**src/source/mmu_cfg.svh**
```systemverilog
`ifndef MMU_CFG_SVH
`define MMU_CFG_SVH

// word-address widths, one 32-bit word per entry
`define MMU_INST_AW 12
`define MMU_DATA_AW 12

`define MMU_INST_DEPTH (1 << `MMU_INST_AW)
`define MMU_DATA_DEPTH (1 << `MMU_DATA_AW)

// address bit that splits data memory into regions 8 and 9
`define MMU_DATA_BANK_BIT 20

`endif

```
**src/source/bus_pkg.sv**
```systemverilog
`default_nettype none

package bus_pkg;

  ////////////////////////////////////////
  // data-path types
  ////////////////////////////////////////

  typedef logic [31:0] word_t;     // cpu data word
  typedef logic [7:0]  byte_t;     // uart payload and byte lanes
  typedef logic [3:0]  byte_en_t;  // one enable per lane, lane 0 = bits 7:0

  // spu line of four words
  // packed so that word 0 (lowest address) lands in bits 31:0
  typedef word_t [3:0] spu_line_t;

endpackage

`default_nettype wire

```
**src/source/mem_map_pkg.sv**
```systemverilog
`default_nettype none

package mem_map_pkg;

  ////////////////////////////////////////
  // region decode, cpu address bits 23:20
  ////////////////////////////////////////

  localparam int REGION_LSB = 20;
  localparam int REGION_MSB = 23;

  typedef enum logic [3:0] {
    REG_INST    = 4'h0,  // instruction memory
    REG_DATA_LO = 4'h8,  // data memory, lower bank
    REG_DATA_HI = 4'h9,  // data memory, upper bank
    REG_UART    = 4'hA,  // serial port registers
    REG_RESULT  = 4'hB   // spu results and cycle counter
  } region_e;

  ////////////////////////////////////////
  // register offsets within a region
  ////////////////////////////////////////

  // uart
  localparam logic [7:0] UART_TX_OFS      = 8'h00;  // write only
  localparam logic [7:0] UART_TXFULL_OFS  = 8'h04;
  localparam logic [7:0] UART_RXEMPTY_OFS = 8'h08;
  localparam logic [7:0] UART_RXDATA_OFS  = 8'h0C;  // read pops the rx byte

  // counter halves, result registers sit at 0x00..0x3C
  localparam logic [7:0] CNT_LO_OFS = 8'h40;
  localparam logic [7:0] CNT_HI_OFS = 8'h44;

endpackage

`default_nettype wire

```
**src/source/periph_if.sv**
```systemverilog
`timescale 1ns/10ps
`default_nettype none

// one register access, router to peripheral
interface periph_if;
  import bus_pkg::*;

  logic       sel;     // access accepted this cycle
  logic       write;
  logic [7:0] offset;  // byte offset inside the region
  word_t      wdata;
  word_t      rdata;   // registered, valid the cycle after sel
  logic       busy;    // holds off tx writes

  modport host (
    output sel, write, offset, wdata,
    input  rdata, busy
  );

  modport dev (
    input  sel, write, offset, wdata,
    output rdata, busy
  );

endinterface

`default_nettype wire

```
**src/source/uart_port.sv**
```systemverilog
`timescale 1ns/10ps
`default_nettype none

module uart_port (
  input  logic           clk,
  input  logic           rst,
  periph_if.dev          bus,
  input  logic           uart_tx_full,
  input  logic           uart_rx_empty,
  input  bus_pkg::byte_t uart_rx_data,
  output bus_pkg::byte_t uart_tx_data,
  output logic           uart_trmt,
  output logic           uart_rd
);
  import mem_map_pkg::*;

  logic rd_en;

  assign rd_en    = bus.sel && !bus.write;
  assign bus.busy = uart_tx_full;  // router holds tx writes while set

  ////////////////////////////////////////
  // strobes toward the uart
  ////////////////////////////////////////

  assign uart_trmt    = bus.sel && bus.write && (bus.offset == UART_TX_OFS);
  assign uart_tx_data = bus.wdata[7:0];
  assign uart_rd      = rd_en && (bus.offset == UART_RXDATA_OFS);  // pop

  // status and rx byte, sampled at the accepting edge
  always_ff @(posedge clk) begin
    if (rst) begin
      bus.rdata <= '0;
    end else if (rd_en) begin
      case (bus.offset)
        UART_TXFULL_OFS:  bus.rdata <= {31'd0, uart_tx_full};
        UART_RXEMPTY_OFS: bus.rdata <= {31'd0, uart_rx_empty};
        UART_RXDATA_OFS:  bus.rdata <= {24'd0, uart_rx_data};
        default:          bus.rdata <= '0;  // tx reads back zero
      endcase
    end
  end

endmodule

`default_nettype wire

```
**src/flat_wrapper.sv**
```systemverilog
// flat-port wrapper written by rule: the top's interface ports become plain ports
module uart_port_flat import mem_map_pkg::*;
  (clk, rst, uart_tx_full, uart_rx_empty, uart_rx_data, uart_tx_data, uart_trmt, uart_rd, bus_sel, bus_write, bus_offset, bus_wdata, bus_rdata, bus_busy);
  periph_if bus_i ();
  input  logic clk;
  input  logic rst;
  input  logic uart_tx_full;
  input  logic uart_rx_empty;
  input  bus_pkg::byte_t uart_rx_data;
  output bus_pkg::byte_t uart_tx_data;
  output logic uart_trmt;
  output logic uart_rd;
  input wire logic [$bits(bus_i.sel)-1:0] bus_sel;
  input wire logic [$bits(bus_i.write)-1:0] bus_write;
  input wire logic [$bits(bus_i.offset)-1:0] bus_offset;
  input wire logic [$bits(bus_i.wdata)-1:0] bus_wdata;
  output wire logic [$bits(bus_i.rdata)-1:0] bus_rdata;
  output wire logic [$bits(bus_i.busy)-1:0] bus_busy;
  assign bus_i.sel = bus_sel;
  assign bus_i.write = bus_write;
  assign bus_i.offset = bus_offset;
  assign bus_i.wdata = bus_wdata;
  assign bus_rdata = bus_i.rdata;
  assign bus_busy = bus_i.busy;
  uart_port u_core (.clk(clk), .rst(rst), .bus(bus_i), .uart_tx_full(uart_tx_full), .uart_rx_empty(uart_rx_empty), .uart_rx_data(uart_rx_data), .uart_tx_data(uart_tx_data), .uart_trmt(uart_trmt), .uart_rd(uart_rd));
endmodule
```
**config.mk**
```make
export PLATFORM = sky130hd
export DESIGN_NAME = uart_port_flat
export DESIGN_NICKNAME = d
export VERILOG_FILES = /design/src/source/mmu_cfg.svh /design/src/source/bus_pkg.sv /design/src/source/mem_map_pkg.sv /design/src/source/periph_if.sv /design/src/source/uart_port.sv /design/src/flat_wrapper.sv
export SDC_FILE = /design/constraint.sdc
export NUM_CORES = 1
export LEC_CHECK = 0
export ABC_AREA = 1
export BUFFER_PORTS_ARGS = -buffer_cell sky130_fd_sc_hd__buf_2
export CORE_UTILIZATION = 32
export DETAILED_ROUTE_END_ITERATION = 16
export GPL_ROUTABILITY_DRIVEN = 0
export PLACE_DENSITY_LB_ADDON = 0.1
export RECOVER_POWER = 100
export SLEW_MARGIN = 20
export SYNTH_ARGS = -nofsm -noshare
export SYNTH_HDL_FRONTEND = slang
export SYNTH_SLANG_ARGS = --single-unit
export TNS_END_PERCENT = 50
```
**constraint.sdc**
```tcl
create_clock -name clk -period 1.6 [get_ports clk]
set_clock_uncertainty 0.15 [all_clocks]
set_input_delay 0.08 -clock clk [delete_from_list [all_inputs] [get_ports clk]]
set_output_delay 0.08 -clock clk [all_outputs]
set_load 0.05 [all_outputs]
```
* After elaboration in Yosys (flattened, before gate mapping) *
Index checks and enable logic that the tools add are counted.

word-level totals
  register bits = 32
  bits in latches = 0
  RAM bits = 0
  bits in read-only memories = 0
  bits of input ports = 54
  output and inout bits = 43
  logic and storage cells = 11
  memories = 0

operators by class
  add/subtract/negate cells = 0
  $mul = 0
  div/mod/pow operators = 0
  order comparisons = 0
  eq/ne operators = 3
  shift-type cells = 0
  muxes and demuxes = 1
  bitwise gates (word level) = 0
  reductions and logical operators = 6

operator list
  operator              number
  $pmux W8 S3           1
  $eq A8 B4 Y1 const B  2
  $eq A8 B3 Y1 const B  1
  $logic_not A8 Y1      1
  $logic_and A1 B1 Y1   4
  $logic_not A1 Y1      1

* Depth between registers and ports, before layout *
Gate-level depths: netlist of the first run.

  depth in word-level cells = 3
  depth in mapped cells = 8
  mapped depth without buffers = 8

* Worst setup path after synthesis of the first run *
Ideal clock, no wire load.

  kind = input port to output port
  from = in bus_offset[7]
  to = out uart_trmt
  data arrival time = 1.846 ns
  slack = -0.476 ns
  stages = 3
  cell sequence = nor2_1 > nand3_4 > nor4_1

between the ends
  cells in the longest elaborated chain, start to end = 2

ends and longest elaborated chain
  element              line                RTL
  from (decl)          flat_wrapper.sv:15  input wire logic [$bits(bus_i.offset)-1:0] bus_offset;
  $logic_not A8 Y1     uart_port.sv:26     assign uart_trmt = bus.sel && bus.write && (bus.offset == UART_TX_OFS);
  $logic_and A1 B1 Y1  uart_port.sv:26
  to (decl)            flat_wrapper.sv:11  output logic uart_trmt;

No other way between the ends.

* Final worst setup path of the first run *
  from = in rst
  to = reg u_core.bus.rdata[6]

RTL lines
  element               line               RTL
  from (decl)           flat_wrapper.sv:6  input logic rst;
  to (signal assigned)  uart_port.sv:36    UART_TXFULL_OFS: bus.rdata <= {31'd0, uart_tx_full};
  to (signal assigned)  uart_port.sv:37    UART_RXEMPTY_OFS: bus.rdata <= {31'd0, uart_rx_empty};
  to (signal assigned)  uart_port.sv:38    UART_RXDATA_OFS: bus.rdata <= {24'd0, uart_rx_data};
  to (decl)             periph_if.sv:22    output rdata, busy

No word-level cell between the ends.

==> results of run 1 <==
worst reg2reg max path, delay by kind of cell (launching register included):
| family | cells | cell delay [ns] |
|---|---|---|
| buffers and inverters | 1 | 0.56 |
| AND/OR/NAND/NOR | 1 | 0.05 |
| flip-flops | 1 | 0.33 |
| AO/OA/AOI/OAI | 1 | 0.14 |
power by group through the flow:
stage / clock network (uW) / registers (uW) / logic (uW)
2_1_floorplan: 0 / 204 / 253
3_3_place_gp: 0 / 204 / 183
3_5_place_dp: 0 / 204 / 184
4_1_cts: 164 / 199 / 198
5_1_grt: 175 / 199 / 212
6_report: 163 / 199 / 198
area by class of cell:
| type | instances | area share (%) |
|---|---|---|
| inverters | 7 | 3.107 |
| repair buffers | 47 | 35.06 |
| multi-input cells | 66 | 36.24 |
| flip-flops and latches | 8 | 18.93 |
| well taps | 27 | 3.994 |
| clock buffers | 3 | 2.663 |
per-stage QoR:
step / area (um2) / cells / util (%) / total power [uW] / worst slack (ns)
after global routing: 845.8 / 158 / 43.11 / 587.0 / 0.05143
after CTS: 872.1 / 158 / 44.45 / 562.0 / 0.1984
final: 845.8 / 158 / 43.11 / 560.1 / 0.1738
after global placement: 699.4 / 140 / 35.65 / 386.9 / 0.4125
after floorplan: 763.2 / 115 / - / 457.4 / 0.1154
after detailed placement: 699.4 / 140 / 35.65 / 387.4 / 0.4122
what timing repair did:
item                      4_1_cts  5_1_grt
hold buffers                   15        0
buffers inserted                0        0
gates resized for setup         0        0
hold endpoints to repair        8        0
synth_stat cells, drive strengths merged:
library cell    n  area (um2)
nand3           2       22.52
nor3            1       5.000
nor2            8       56.31
inv             7       26.27
dfxtp           8       160.2
conb            1       3.750
nor4            1       6.260
buf            33       247.7
clkdlybuf4s25   1       10.01
a21oi           7       38.79
nand2          23       93.84
routing by layer:
metal | up-vias | wire [um] | part of all wire [%]
met5 | - | 0 | 0
met4 | 0 | 25 | 1.9
met3 | 3 | 112 | 8.7
met2 | 33 | 643 | 50
met1 | 245 | 503 | 39
li1 | 300 | - | -
logic make-up (layout without fill, tap and decap cells):
group / count (synthesis) / after routing
compound gates: 7 / 7
buf+inv: 41 / 57
flops: 8 / 8
other cells: 1 / 24
simple gates: 35 / 35
worst max path at each step:
stage                              from                  end  cells after the start
after floorplan           bus_offset[7]            uart_trmt                      3
after global placement    bus_offset[7]              uart_rd                      5
after detailed placement  bus_offset[7]              uart_rd                      5
after CTS                           rst  u_core.bus.rdata[6]                      4
after global routing      bus_offset[7]  u_core.bus.rdata[6]                      7
final                               rst  u_core.bus.rdata[6]                      4
==> results.sh, run 1 <==
export IMPL_mostFrequentLayoutCells="conb_1, nand2_1, buf_2"
export IMPL_p_clk_share_pct=29.1
export IMPL_synth_mux_area_share_pct=0
export IMPL_clk_pin_slew_ns=0.05
export IMPL_synthAdderAreaFrac_pct=0
export IMPL_cap_violations=0
export IMPL_tightest_slew_ns=0.6131
export IMPL_initial_utilization_pct=34.18
export IMPL_synth_compound_area_share_pct=5.784
export IMPL_dp_hpwl_um=916.7
export IMPL_r2r_cells=3
export IMPL_hold_depth=0
export IMPL_htreeDepth=1
export IMPL_r2r_end="u_core.bus.rdata[6]"
export IMPL_ant_nets=0
export IMPL_grtUsageTotal_pct=12.65
export IMPL_critPathMaxFanout=8
export IMPL_io_pins=97
export IMPL_die_w_um=47.78
export IMPL_crit_buf_inv=3
export IMPL_min_to="uart_tx_data[1]"
export IMPL_grt_use_met2_pct=22.16
export IMPL_cts_sinks=8
export IMPL_rsz0062_at_grt="no"
export IMPL_p_sw_uw=235.9
export IMPL_period_share_pct=89.14
export IMPL_tritoncts="built"
export IMPL_rows=16
export IMPL_fmax_mhz=701.2
export IMPL_grt_util_met3_pct=4.906
export IMPL_p_int_uw=324.2
export IMPL_arrival_ns=1.48
export IMPL_synthSimpleGateAreaFrac_pct=27.43
export IMPL_largest_reg_flops=8
export IMPL_holdCritStartpoint="bus_wdata[1]"
export IMPL_wirelength_mm=1.285
export IMPL_synthesis_area_um2=670.6
export IMPL_clock_latency_ns=0.26
export IMPL_cp_top_family="buffers and inverters"
export IMPL_cts_buffer_depth=2
export IMPL_die_h_um=47.78
export IMPL_synth_seq_cells=8
export IMPL_slowest_stage="dlygate4sd3_1"
export IMPL_finalSetupTns_ns=0
export IMPL_num_antenna_cells=0
export IMPL_combinationalPowerShare_pct=35.3
export IMPL_status="completed"
export IMPL_avgSynthCellArea_um2=7.290
export IMPL_leakagePower_uw=0.0004354
export IMPL_nets=187
export IMPL_required_ns=1.65
export IMPL_core_mm2=0.001962
export IMPL_area_delta_synth_final_pct=26.12
export IMPL_whs_ns=0.01002
export IMPL_multi_input_area_um2=306.5
export IMPL_ir_drop_mv=0.4000
export IMPL_regToRegSetupSlack_ns=0.30
export IMPL_route_vias_total=581
export IMPL_drc=0
export IMPL_rr_startpoint="u_core.bus.rdata[6]"
export IMPL_max_slew_margin_pct=59.30
export IMPL_pwr_share_seq_pct=35.6
export IMPL_grt_max_degree=9
export IMPL_cp_end_kind="register"
export IMPL_root_buffer="clkbuf_4"
export IMPL_top_register="u_core.bus.rdata"
export IMPL_grt_pass1_wl_mm=1.959
export IMPL_crit_path_start_kind="input port"
export IMPL_die_area_mm2=0.002283
export IMPL_period_needed_ns=1.426
export IMPL_synth_top_family_by_area="buffers and inverters"
export IMPL_drt_iter0_drc=1
export IMPL_hold_viol_final=0
export IMPL_antenna_found_initial=0
export IMPL_via_per_inst=3.677
export IMPL_synth_xor_area_share_pct=0
export IMPL_gr_total_overflow=0
export IMPL_p_sw_share_pct=42.11
export IMPL_slowest_delay_ns=0.56
export IMPL_cts_made_buffers=3
export IMPL_grt_pass1_vias=495
export IMPL_port_buffers=32
export IMPL_worstPathCellList="dlygate4sd3_1, buf_2, a21oi_1, dlygate4sd3_1"
export IMPL_regArea_um2=160.2
export IMPL_crit_top_cell="dlygate4sd3_1"
export IMPL_met1_usage_pct=12.24
export IMPL_yosysWarnings=0
export IMPL_grt_busiest_layer="met2"
export IMPL_first_pass_iters=2
export IMPL_top_regs="u_core.bus.rdata: 8 flops"
export IMPL_hold_class="input port to output pin"
export IMPL_wl_per_cell_um=8.133
export IMPL_drv_slew=0
export IMPL_layout_commonest_cell="conb_1"
export IMPL_final_layout_size_suffix_gt1_share_pct=23.66
export IMPL_finalSetupViolCount=0
export IMPL_fillCellCount=229
export IMPL_crit_type="input port to register"
export IMPL_netlist_instances=92
export IMPL_synth_distinct_cells=18
export IMPL_power_density_mw_per_mm2=662.2
export IMPL_ys_seq_area_share_pct=23.88
No activity file was read; power rests on OpenSTA's default activity.
==> run 2: changes to the inputs <==
--- a/config.mk
+++ b/config.mk
@@ -10,6 +10,7 @@
 export CORE_UTILIZATION = 32
 export DETAILED_ROUTE_END_ITERATION = 16
 export GPL_ROUTABILITY_DRIVEN = 0
+export GPL_TIMING_DRIVEN = 0
 export PLACE_DENSITY_LB_ADDON = 0.1
 export RECOVER_POWER = 100
 export SLEW_MARGIN = 20
==> constraint.sdc (replaced) <==
create_clock -name clk -period 1.6 [get_ports clk]
set_clock_uncertainty 0.15 [all_clocks]
set_input_delay 0.32 -clock clk [delete_from_list [all_inputs] [get_ports clk]]
set_output_delay 0.32 -clock clk [all_outputs]
set_load 0.05 [all_outputs]
==> results.sh, run 2 (synthesis results as in run 1) <==
export IMPL_ant_nets=0
export IMPL_wl_per_cell_um=6.417
export IMPL_mostFrequentLayoutCells="buf_4, conb_1, nand2_1"
export IMPL_rows=16
export IMPL_hold_class="input port to register"
export IMPL_crit_path_start_kind="input port"
export IMPL_wirelength_mm=1.200
export IMPL_required_ns=1.13
export IMPL_fin_cells=187
export IMPL_max_slew_margin_pct=60.33
export IMPL_rsz0062_at_grt="no"
export IMPL_clock_latency_ns=0.24
export IMPL_die_area_mm2=0.002283
export IMPL_drc=0
export IMPL_clk_pin_slew_ns=0.05
export IMPL_hold_viol_final=0
export IMPL_power_density_mw_per_mm2=612.6
export IMPL_status="completed"
export IMPL_core_mm2=0.001962
export IMPL_first_pass_iters=4
export IMPL_num_antenna_cells=0
export IMPL_grt_pass1_wl_mm=1.656
export IMPL_crit_type="input port to output pin"
export IMPL_io_pins=97
export IMPL_grt_max_degree=9
export IMPL_via_per_inst=3.540
export IMPL_port_buffers=39
export IMPL_cts_made_buffers=3
export IMPL_arrival_ns=1.06
export IMPL_drt_iter0_drc=5
export IMPL_period_share_pct=95.69
export IMPL_dp_hpwl_mm=1.018
export IMPL_cts_buffer_depth=2
export IMPL_tritoncts="built"
export IMPL_ir_drop_mv=0.3807
export IMPL_die_w_um=47.78
export IMPL_critPathMaxFanout=4
export IMPL_cp_end_kind="output pin"
export IMPL_htreeDepth=1
export IMPL_tightest_slew_ns=0.5976
export IMPL_cts_sinks=8
export IMPL_die_h_um=47.78
export IMPL_whs_ns=0.1664
export IMPL_finalSetupViolCount=0
export IMPL_root_buffer="clkbuf_4"
export IMPL_dp_cells=181
export IMPL_drv_slew=0
export IMPL_leakagePower_uw=0.0006172
export IMPL_route_vias_total=662
export IMPL_grt_pass1_vias=443
export IMPL_period_needed_ns=1.531
export IMPL_fmax_mhz=653.2
export IMPL_top_register="u_core.bus.rdata"
export IMPL_cap_violations=0
export IMPL_area_delta_synth_final_pct=56.34
export IMPL_layout_commonest_cell="buf_4"
export IMPL_nets=216
export IMPL_top_regs="u_core.bus.rdata: 8 flops"
export IMPL_grtUsageTotal_pct=10.26
export IMPL_antenna_found_initial=0
export IMPL_largest_reg_flops=8
export IMPL_initial_utilization_pct=34.18
export IMPL_gr_total_overflow=0
export IMPL_final_layout_size_suffix_gt1_share_pct=49.38
==> run 2: cell types whose count changed in the layout (fill, tap and decap cells not counted), sizes merged <==
cell / before / now
buf: 21 / 55
clkbuf: 14 / 23
clkdlybuf4s25: 0 / 1
dlygate4sd3: 15 / 0
==> run 2: area by class of cell <==
type                            instances  area [um2]
Fill cell                             214       913.4
Multi-Input combinational cell         66       332.8
Buffer                                 34       257.7
Timing Repair Buffer                   42       215.2
Sequential cell                         8       160.2
Tap cell                               27       33.78
Inverter                                7       26.28
Clock buffer                            3       22.52
==> run 2: stage by stage <==
step                util (%)  area, um2  worst slack, ns  power, uW  TNS [ns]
global route           53.44       1049          0.02669      680.3         0
floorplan                  -      772.0         -0.05234      458.1  -0.05234
finish                 53.44       1049          0.06900      642.3         0
detailed placement     51.02       1001         -0.06976      499.9   -0.1305
CTS                    52.81       1036          0.01691      650.1         0
global placement       51.02       1001         -0.06562      498.7   -0.1129
==> run 2: worst paths after layout <==
kind                         end  depth (start not counted)                start  slack (ns)
max                    uart_trmt                          5        bus_offset[1]        0.07
min          u_core.bus.rdata[7]                          3      uart_rx_data[7]        0.17
max reg2reg  u_core.bus.rdata[0]                          4  u_core.bus.rdata[0]        0.81
min reg2reg  u_core.bus.rdata[4]                          2  u_core.bus.rdata[4]        0.31
==> run 2: what timing repair did <==
| item | CTS | global route |
|---|---|---|
| setup endpoints to repair | 2 | 2 |
| gates resized for setup | 4 | 2 |
| pin swaps | 0 | 1 |
| gates cloned | 0 | 0 |
| hold buffers | 0 | 0 |
| buffers inserted | 0 | 3 |
==> run 2: layer usage <==
| layer | GRT usage [%] | routed length, um | up-vias | share of wire (%) |
|---|---|---|---|---|
| li1 | - | - | 359 | - |
| met1 | 11.34 | 424 | 260 | 35 |
| met2 | 18.11 | 616 | 43 | 51 |
| met3 | 1.509 | 158 | 0 | 13 |
| met4 | 6.667 | 0 | 0 | 0 |
| met5 | 0 | 0 | - | 0 |
==> run 2: worst max-delay path, cell delays in order <==
cell and delay, ns:
buf_2 0.10, nor2_2 0.14, nand3_4 0.14, nor4_4 0.17, buf_6 0.19
==> run 2: power by group <==
group	switching, uW	internal (uW)	total, uW
registers	0.0630	200	200
logic	210	85.4	296
clock network	61.8	85.4	147
