===== src/source/mmu_cfg.svh =====
`ifndef MMU_CFG_SVH
`define MMU_CFG_SVH

// word-address widths, one 32-bit word per entry
`define MMU_INST_AW 12
`define MMU_DATA_AW 12

`define MMU_INST_DEPTH (1 << `MMU_INST_AW)
`define MMU_DATA_DEPTH (1 << `MMU_DATA_AW)

// address bit that splits data memory into regions 8 and 9
`define MMU_DATA_BANK_BIT 20

`endif


===== src/source/bus_pkg.sv =====
`default_nettype none

package bus_pkg;

  ////////////////////////////////////////
  // data-path types
  ////////////////////////////////////////

  typedef logic [31:0] word_t;     // cpu data word
  typedef logic [7:0]  byte_t;     // uart payload and byte lanes
  typedef logic [3:0]  byte_en_t;  // one enable per lane, lane 0 = bits 7:0

  // spu line of four words
  // packed so that word 0 (lowest address) lands in bits 31:0
  typedef word_t [3:0] spu_line_t;

endpackage

`default_nettype wire


===== src/source/mem_map_pkg.sv =====
`default_nettype none

package mem_map_pkg;

  ////////////////////////////////////////
  // region decode, cpu address bits 23:20
  ////////////////////////////////////////

  localparam int REGION_LSB = 20;
  localparam int REGION_MSB = 23;

  typedef enum logic [3:0] {
    REG_INST    = 4'h0,  // instruction memory
    REG_DATA_LO = 4'h8,  // data memory, lower bank
    REG_DATA_HI = 4'h9,  // data memory, upper bank
    REG_UART    = 4'hA,  // serial port registers
    REG_RESULT  = 4'hB   // spu results and cycle counter
  } region_e;

  ////////////////////////////////////////
  // register offsets within a region
  ////////////////////////////////////////

  // uart
  localparam logic [7:0] UART_TX_OFS      = 8'h00;  // write only
  localparam logic [7:0] UART_TXFULL_OFS  = 8'h04;
  localparam logic [7:0] UART_RXEMPTY_OFS = 8'h08;
  localparam logic [7:0] UART_RXDATA_OFS  = 8'h0C;  // read pops the rx byte

  // counter halves, result registers sit at 0x00..0x3C
  localparam logic [7:0] CNT_LO_OFS = 8'h40;
  localparam logic [7:0] CNT_HI_OFS = 8'h44;

endpackage

`default_nettype wire


===== src/source/periph_if.sv =====
`timescale 1ns/10ps
`default_nettype none

// one register access, router to peripheral
interface periph_if;
  import bus_pkg::*;

  logic       sel;     // access accepted this cycle
  logic       write;
  logic [7:0] offset;  // byte offset inside the region
  word_t      wdata;
  word_t      rdata;   // registered, valid the cycle after sel
  logic       busy;    // holds off tx writes

  modport host (
    output sel, write, offset, wdata,
    input  rdata, busy
  );

  modport dev (
    input  sel, write, offset, wdata,
    output rdata, busy
  );

endinterface

`default_nettype wire


===== src/source/result_regs.sv =====
`timescale 1ns/10ps
`default_nettype none

module result_regs (
  input  logic           clk,
  input  logic           rst,
  periph_if.dev          bus,
  input  logic           spu_res_we,
  input  logic [3:0]     spu_res_addr,
  input  bus_pkg::word_t spu_res_data,
  output bus_pkg::word_t disp_0,
  output bus_pkg::word_t disp_1,
  output bus_pkg::word_t disp_2
);
  import bus_pkg::*;
  import mem_map_pkg::*;

  word_t       res_q [16];
  logic [63:0] cnt_q;
  logic        rd_en;
  logic        cnt_clr;

  assign bus.busy = 1'b0;  // cpu writes here never stall
  assign rd_en    = bus.sel && !bus.write;
  assign cnt_clr  = bus.sel && bus.write &&
                    (bus.offset == CNT_LO_OFS || bus.offset == CNT_HI_OFS);

  // display words
  assign disp_0 = res_q[0];
  assign disp_1 = res_q[1];
  assign disp_2 = res_q[2];

  always_ff @(posedge clk) begin
    if (rst) begin
      for (int i = 0; i < 16; i++) begin
        res_q[i] <= '0;
      end
    end else if (spu_res_we) begin
      res_q[spu_res_addr] <= spu_res_data;
    end
  end

  // free-running cycle counter, cleared by any cpu write to either half
  always_ff @(posedge clk) begin
    if (rst || cnt_clr) begin
      cnt_q <= '0;
    end else begin
      cnt_q <= cnt_q + 64'd1;
    end
  end

  always_ff @(posedge clk) begin
    if (rd_en) begin
      if (bus.offset[7:6] == 2'b00) begin
        bus.rdata <= res_q[bus.offset[5:2]];  // pre-write value on a collision
      end else if (bus.offset == CNT_LO_OFS) begin
        bus.rdata <= cnt_q[31:0];
      end else if (bus.offset == CNT_HI_OFS) begin
        bus.rdata <= cnt_q[63:32];
      end else begin
        bus.rdata <= '0;
      end
    end
  end

endmodule

`default_nettype wire


===== src/flat_wrapper.sv =====
// flat-port wrapper written by rule: the top's interface ports become plain ports
module result_regs_flat import bus_pkg::*; import mem_map_pkg::*;
  (clk, rst, spu_res_we, spu_res_addr, spu_res_data, disp_0, disp_1, disp_2, bus_sel, bus_write, bus_offset, bus_wdata, bus_rdata, bus_busy);
  periph_if bus_i ();
  input  logic clk;
  input  logic rst;
  input  logic spu_res_we;
  input  logic [3:0] spu_res_addr;
  input  bus_pkg::word_t spu_res_data;
  output bus_pkg::word_t disp_0;
  output bus_pkg::word_t disp_1;
  output bus_pkg::word_t disp_2;
  input wire logic [$bits(bus_i.sel)-1:0] bus_sel;
  input wire logic [$bits(bus_i.write)-1:0] bus_write;
  input wire logic [$bits(bus_i.offset)-1:0] bus_offset;
  input wire logic [$bits(bus_i.wdata)-1:0] bus_wdata;
  output wire logic [$bits(bus_i.rdata)-1:0] bus_rdata;
  output wire logic [$bits(bus_i.busy)-1:0] bus_busy;
  assign bus_i.sel = bus_sel;
  assign bus_i.write = bus_write;
  assign bus_i.offset = bus_offset;
  assign bus_i.wdata = bus_wdata;
  assign bus_rdata = bus_i.rdata;
  assign bus_busy = bus_i.busy;
  result_regs u_core (.clk(clk), .rst(rst), .bus(bus_i), .spu_res_we(spu_res_we), .spu_res_addr(spu_res_addr), .spu_res_data(spu_res_data), .disp_0(disp_0), .disp_1(disp_1), .disp_2(disp_2));
endmodule

===== config.mk =====
export PLATFORM = sky130hd
export DESIGN_NAME = result_regs_flat
export DESIGN_NICKNAME = d
export VERILOG_FILES = /design/src/source/mmu_cfg.svh /design/src/source/bus_pkg.sv /design/src/source/mem_map_pkg.sv /design/src/source/periph_if.sv /design/src/source/result_regs.sv /design/src/flat_wrapper.sv
export SDC_FILE = /design/constraint.sdc
export NUM_CORES = 1
export LEC_CHECK = 0
export BUFFER_PORTS_ARGS = -buffer_cell sky130_fd_sc_hd__buf_2
export CORE_MARGIN = 2
export CORE_UTILIZATION = 40
export DETAILED_ROUTE_END_ITERATION = 8
export MAX_ROUTING_LAYER = met4
export PLACE_DENSITY = 0.67
export SYNTH_ARGS = -nofsm -noshare
export SYNTH_HDL_FRONTEND = slang
export SYNTH_SLANG_ARGS = --single-unit

===== constraint.sdc =====
create_clock -name clk -period 5.98 [get_ports clk]
set_clock_uncertainty 0.1 [all_clocks]
set_input_delay 1.196 -clock clk [delete_from_list [all_inputs] [get_ports clk]]
set_output_delay 1.196 -clock clk [all_outputs]
set_load 0.02 [all_outputs]

* Word level (Yosys, flattened, before mapping)
Memory sizes are Yosys's and may differ from the RTL's. Cells that the tools add are included.
Operators by class: reductions and logical operators 8, $add $sub $neg 1, mux-type cells 11, equal/unequal tests 2
Operator list (count):
- 32-bit 2-to-1 mux | 4
- 64-bit by 1-bit adder with 64-bit output, second input constant | 1
- 32-bit OR reduction | 1
- 8-bit by 7-bit == test with 1-bit output, second input constant | 2
- 1-bit 2-to-1 mux | 6
- 4-bit 2-to-1 mux | 1
- 1-bit logical AND | 3
- 2-bit logical NOT | 1
- 1-bit logical OR | 2
- 1-bit logical NOT | 1
Storage, ports and cells: word-level logic and storage cells 25, RAM bits 512, memories 1, bits in registers 96
Memory list:
- u_core.res_q | depth 16, bits a word 32, read ports 4, clocked after Yosys merged registers in 0, wr ports 16, line result_regs.sv:18 | word_t res_q [16];

* Logic depth before layout (Yosys ltp)
Gate-level depths: netlist of run 1.
depth in word-level cells 5, mapped depth 9, gate-level depth less buffers 6

* Least setup slack after synthesis of run 1
Ideal clock, no wire load.
path type input port to flip-flop, start in bus_write, end reg u_core.bus.rdata[0] (enable), buffers on the path 0, path slack 2.806 ns, stages on the path 1, required time 5.455 ns, data arrival time 2.648 ns, library setup time 0.425 ns, cells stage by stage nor2b_1
On the way: longest elaborated chain between the ends 2
Ends and longest elaborated chain:
- start, declared | line flat_wrapper.sv:14 | input wire logic [$bits(bus_i.write)-1:0] bus_write;
- 1-bit logical NOT | line result_regs.sv:24 | assign rd_en = bus.sel && !bus.write;
- 1-bit logical AND | line result_regs.sv:24
- end signal, assigned | line result_regs.sv:55 | bus.rdata <= res_q[bus.offset[5:2]];
- end signal, assigned | line result_regs.sv:57 | bus.rdata <= cnt_q[31:0];
- end signal, assigned | line result_regs.sv:59 | bus.rdata <= cnt_q[63:32];
- end, declared | line periph_if.sv:22 | output rdata, busy
Every way passes these cells. A chain may end at the register's enable or synchronous reset.

==> impl_metrics.env, run 1 <==
export IMPL_timing_fmax_mhz=275.5
export IMPL_peakVddDrop_mv=0.2099
export IMPL_postCtsHoldBufs=0
export IMPL_cts_sinks=608
export IMPL_multi_input_area_sq_mm=0.009676
export IMPL_grt_pass1_vias=17044
export IMPL_syn_avg_cell_area_sq_um=14.16
export IMPL_ioPinCount=210
export IMPL_path_cells="buf_2, nand2b_1, or3_1, nor2_2, buf_4, or2_2"
export IMPL_ys_types=52
export IMPL_critPathBufInv=2
export IMPL_critical_path_top_delay_family="simple AND/OR/NAND/NOR gates"
export IMPL_timing_rr_end="u_core.cnt_q[50]$_SDFF_PP0_"
export IMPL_drc=0
export IMPL_grt_max_degree=79
export IMPL_cts_setup_buffers=0
export IMPL_ys_top_cells_by_count="edfxtp_1, and2_1, clkbuf_1"
export IMPL_slowest_delay_ns=1.00
export IMPL_drive_gt1_share_pct=21.21
export IMPL_synth_area_leader_cell="edfxtp_1"
export IMPL_postRouteAntennaNets=0
export IMPL_synth_top_flop_cell="edfxtp_1"
export IMPL_syn_to_final_growth_pct=13.40
export IMPL_synth_area_leaders="edfxtp_1, and2_1, mux4_2"
export IMPL_period_minus_slack_ns=3.630
export IMPL_h_tree_depth=3
export IMPL_detail_route_first_pass_iterations=6
export IMPL_rsz0062_at_grt="no"
export IMPL_initial_core_util_pct=40.52
export IMPL_synth_edff_count=544
export IMPL_final_util_pct=45.95
export IMPL_synthAdderAreaFrac_pct=0.04486
export IMPL_max_cap_viol_count=0
export IMPL_via_per_inst=5.582
export IMPL_nets=2178
export IMPL_yosys_mux_area_fraction_pct=12.44
export IMPL_critPathKind="input pin to flop"
export IMPL_numCtsBuffers=67
export IMPL_cts_reportedPaths_clkPinSlew_ns=0.06
export IMPL_die_area_sq_mm=0.07185
export IMPL_crit_required_ns=6.08
export IMPL_p_leak_nw=11.16
export IMPL_wire_per_inst_um=25.46
export IMPL_rrSetupSlack_ns=3.25
export IMPL_tightest_slew_ns=1.198
export IMPL_crit_arrival_ns=3.73
export IMPL_worstSkewPairLatency_ns=0.61
export IMPL_hold_path_end="u_core.cnt_q[50]$_SDFF_PP0_"
export IMPL_outcome="finished clean"
export IMPL_hold_viol=0
export IMPL_maxSlewHeadroom_pct=20.12
export IMPL_post_route_period_util_pct=60.70
export IMPL_synth_top_family_by_area="simple AND/OR/NAND/NOR gates"
export IMPL_slew_viol_final=0
export IMPL_setup_tns_ns=0
export IMPL_end_kind="flop"
export IMPL_coreArea_sq_mm=0.06883
export IMPL_netlist_area_sq_mm=0.02789
export IMPL_whs_path_depth=2
export IMPL_yosysWarnings=0
export IMPL_grt_pass1_wl_um=113700
export IMPL_via_count=17186
export IMPL_cp_slowest_cell="or2_2"
export IMPL_clockBufferDepth=3
export IMPL_hold_class="flop to flop"
export IMPL_cts_tree="built"
export IMPL_rows=96
export IMPL_die_h_um=268.1
export IMPL_powerDensity_mw_per_mm2=300.5
export IMPL_worstHoldStart="u_core.cnt_q[50]$_SDFF_PP0_"
export IMPL_synthesis_nets=2052
export IMPL_gp_congestion=0.8754
export IMPL_syn_inst=1970
export IMPL_rr_worst_depth=6
export IMPL_cts_resized=0
export IMPL_antenna_found_initial=7
export IMPL_track_usage_pct=22.51
export IMPL_initialDrtViolationCount=1896
export IMPL_setup_violations=0
export IMPL_dp_hpwl_um=47880
export IMPL_hold_ws_ns=0.4163
export IMPL_nFillCells=6015
export IMPL_async_flop_share_pct=0
export IMPL_synth_simple_gate_area_share_pct=17.15
export IMPL_seq_area_sq_mm=0.01762
export IMPL_synth_compound_area_share_pct=3.674
export IMPL_cp_max_fo=33
export IMPL_yosys_area_top_type_share_pct=58.57
export IMPL_cts_root_buf="clkbuf_16"
export IMPL_rr_startpoint="u_core.cnt_q[0]$_SDFF_PP0_"
export IMPL_overflow=0
export IMPL_die_width_um=268.1
export IMPL_synth_xor_area_share_pct=1.162
export IMPL_io_buffers=176
export IMPL_ys_ff_latch=608
export IMPL_ys_seq_area_share_pct=63.16
export IMPL_wl_um=78400
export IMPL_yosysMostFrequentCell="edfxtp_1"
export IMPL_startpoint_type="input pin"
==> worst max-delay path by stage <==
| stage | startpoint | to | cells past startpoint |
|---|---|---|---|
| 3_5_place_dp | rst | u_core.res_q[8][13]$_SDFFCE_PN0P_ | 6 |
| 3_3_place_gp | rst | u_core.res_q[8][13]$_SDFFCE_PN0P_ | 6 |
| 2_1_floorplan | bus_write | u_core.bus.rdata[0]$_DFFE_PP_ | 1 |
| 5_1_grt | rst | u_core.res_q[8][9]$_SDFFCE_PN0P_ | 6 |
| 6_report | rst | u_core.res_q[8][8]$_SDFFCE_PN0P_ | 6 |
| 4_1_cts | rst | u_core.res_q[8][9]$_SDFFCE_PN0P_ | 6 |
==> layer usage <==
metal	GRT usage (%)	vias up	wire [um]
met5	-	-	0
met4	5.043	0	1205
met3	3.299	105	5845
met2	35.73	713	37670
met1	30.81	8844	33670
li1	-	7524	-
==> area by class of cell <==
type | instances | area share (%)
Antenna cell | 3 | 0.02374
Clock buffer | 87 | 5.570
Clock inverter | 31 | 0.7358
Inverter | 8 | 0.09494
Multi-Input combinational cell | 1204 | 30.59
Sequential cell | 608 | 55.70
Tap cell | 931 | 3.683
Timing Repair Buffer | 207 | 3.600
==> metrics by stage <==
stage	area [sq um]	power, mW	setup slack, ns	instances
after global routing	31630	9.779	2.305	3079
after CTS	31620	9.550	2.369	3076
after floorplan	27890	5.432	2.806	1970
after global placement	29630	5.717	1.831	2958
final	31630	9.505	2.350	3079
after detailed placement	29630	5.743	1.751	2958
==> power breakdown <==
part	internal [mW]	switching [mW]	leakage, nW
registers	4.84	0.0693	5.72
clock network	2.17	1.68	0.970
logic	0.257	0.484	4.47
total	7.27	2.23	11.2
==> logic make-up (layout without fill, tap and decap cells) <==
logic type | after synthesis | count (layout)
XOR/XNOR | 37 | 37
multiplexers | 216 | 216
AND/OR/NAND/NOR | 788 | 788
buffers and inverters | 158 | 333
other | 1 | 4
flip-flops | 608 | 608
adder cells (fa/ha/maj) | 1 | 1
AO/OA/AOI/OAI | 161 | 161
==> layout by cell type, fill, tap and decap left out, drive strengths merged, types with 10 or more instances in the layout <==
master / instances
mux4: 104
o21ai: 50
a211oi: 18
nand2: 27
o22ai: 12
buf: 207
or3: 24
nor2: 67
nand2b: 15
inv: 11
edfxtp: 544
mux2i: 108
dfxtp: 64
nor3: 10
a21oi: 30
nand3: 27
xnor2: 14
nor4: 14
and2: 512
nor2b: 14
or2: 27
a22oi: 18
clkbuf: 87
clkinv: 26
xor2: 23
o22a: 20
nand4: 33
==> worst min-delay path, stage by stage, from the launching register on <==
cell and delay (ns):
dfxtp_1 0.33, o31ai_1 0.08, a21oi_1 0.06
==> sequential cells by signal, summed over array words and instances (netlist names) <==
| name | flops |
|---|---|
| u_core.res_q | 512 |
| u_core.cnt_q | 64 |
| u_core.bus.rdata | 32 |
No activity file was read; power rests on OpenSTA's default activity.
==> inputs of run 2 (changes only) <==
clock period = 3.53 ns   (was 5.98 ns; I/O delays follow)
==> impl_metrics.env, run 2 (synthesized netlist as in run 1, its figures left out) <==
export IMPL_path_cells="ha_1, nand4_1, nor2_1, nand4_2, or4_1, a21oi_1"
export IMPL_cp_slowest_cell="or4_1"
export IMPL_grt_pass1_vias=17695
export IMPL_cts_root_buf="clkbuf_16"
export IMPL_outcome="finished clean"
export IMPL_io_buffers=176
export IMPL_die_area_sq_mm=0.07185
export IMPL_cts_tree="built"
export IMPL_postRouteAntennaNets=0
export IMPL_gp_congestion=0.8877
export IMPL_critPathBufInv=0
export IMPL_tightest_slew_ns=1.262
export IMPL_post_route_period_util_pct=81.14
export IMPL_dp_hpwl_um=51890
export IMPL_maxSlewHeadroom_pct=15.66
export IMPL_initial_core_util_pct=40.52
export IMPL_final_cell_mix="edfxtp_1, and2_1, buf_2, mux2i_1, mux4_2"
export IMPL_detail_route_first_pass_iterations=6
export IMPL_grt_pass1_wl_um=115900
export IMPL_antenna_found_initial=13
export IMPL_cp_max_fo=16
export IMPL_clockBufferDepth=3
export IMPL_slew_viol_final=0
export IMPL_largest_register="u_core.res_q"
export IMPL_syn_to_final_growth_pct=15.88
export IMPL_via_per_inst=5.542
export IMPL_grt_max_degree=33
export IMPL_track_usage_pct=22.78
export IMPL_cts_resized=0
export IMPL_place_inst=3012
export IMPL_die_width_um=268.1
export IMPL_numCtsBuffers=66
export IMPL_pre_cts_ws_ns=0.3317
export IMPL_ioPinCount=210
export IMPL_coreArea_sq_mm=0.06883
export IMPL_period_minus_slack_ns=2.864
export IMPL_rows=96
export IMPL_setup_tns_ns=0
export IMPL_total_power_mw=16.51
export IMPL_peakVddDrop_mv=0.3858
export IMPL_hold_class="flop to flop"
export IMPL_cts_reportedPaths_clkPinSlew_ns=0.06
export IMPL_critical_path_top_delay_family="simple AND/OR/NAND/NOR gates"
export IMPL_startpoint_type="flop"
export IMPL_layout_cells_non_filler=3133
export IMPL_powerDensity_mw_per_mm2=510.8
export IMPL_worstSkewPairLatency_ns=0.61
export IMPL_die_h_um=268.1
export IMPL_via_count=17364
export IMPL_reg_largest_list="u_core.res_q x512, u_core.cnt_q x64, u_core.bus.rdata x32"
export IMPL_nets=2231
export IMPL_cts_setup_buffers=0
export IMPL_setup_violations=0
export IMPL_critPathKind="flop to flop"
export IMPL_drc=0
export IMPL_initialDrtViolationCount=1736
export IMPL_rsz0062_at_grt="no"
export IMPL_overflow=0
export IMPL_layout_setup_ws_ns=0.6659
export IMPL_drive_gt1_share_pct=23.52
export IMPL_h_tree_depth=3
export IMPL_wire_per_inst_um=25.17
export IMPL_timing_fmax_mhz=349.1
export IMPL_postCtsHoldBufs=0
export IMPL_final_common_cell="edfxtp_1"
export IMPL_cts_sinks=608
export IMPL_wl_um=78870
export IMPL_p_leak_nw=11.54
export IMPL_crit_required_ns=3.96
export IMPL_end_kind="flop"
export IMPL_hold_viol=0
export IMPL_crit_arrival_ns=3.30
export IMPL_max_cap_viol_count=0
export IMPL_slowest_delay_ns=0.60
export IMPL_largest_reg_flops=512
==> run 2: changes by cell type in the layout (fill, tap and decap cells not counted) <==
cell        delta
clkbuf_16      +1
clkinv_8       -1
clkinv_4       -1
clkbuf_1       -2
clkinv_2       +2
clkinv_1       -7
diode_2        +1
buf_12        +13
clkinvlp_4     +2
inv_6          +1
bufinv_16      +4
buf_4         +41
==> run 2: power breakdown <==
group | total [mW] | switching, mW | leakage [nW] | internal, mW
sequential | 8.33 | 0.127 | 5.72 | 8.20
combinational | 1.32 | 0.824 | 4.79 | 0.494
clock | 6.86 | 2.85 | 1.03 | 4.01
==> run 2: path summary, 6_finish.rpt <==
kind,end,slack [ns],depth (start not counted),from
max,u_core.cnt_q[58]$_SDFF_PP0_,0.67,6,u_core.cnt_q[0]$_SDFF_PP0_
max reg2reg,u_core.cnt_q[58]$_SDFF_PP0_,0.67,6,u_core.cnt_q[0]$_SDFF_PP0_
min reg2reg,u_core.cnt_q[50]$_SDFF_PP0_,0.41,2,u_core.cnt_q[50]$_SDFF_PP0_
min,u_core.cnt_q[50]$_SDFF_PP0_,0.41,2,u_core.cnt_q[50]$_SDFF_PP0_
==> run 2: routing by layer <==
layer	up-vias	GRT usage, %	part of all wire, %
met5	-	-	0
met4	0	6.145	2.0
met3	109	3.372	7.6
met2	700	36.18	48
met1	8924	30.71	42
li1	7631	-	-
==> run 2: layout make-up <==
type                            instances  area (sq um)
Sequential cell                       608         17620
Inverter                                8         30.03
Clock buffer                           86          1779
Tap cell                              931          1165
Fill cell                            5919         36510
Timing Repair Buffer                  261          1707
Antenna cell                            4         10.01
Clock inverter                         31         335.3
Multi-Input combinational cell       1204          9676
==> run 2: worst min-delay path: cells and delay by family, from the launching register on <==
family | cells | cell delay, ns
flops | 1 | 0.34
compound gates | 2 | 0.13
==> run 2: per-stage QoR <==
stage	cell area (sq um)	hold WS (ns)	utilization, %
after global routing	32310	0.4376	46.95
after CTS	32310	0.4123	46.94
after detailed placement	30190	0.4047	43.87
after floorplan	27890	0.3514	-
after global placement	30190	0.3787	43.87
final	32320	0.4123	46.96
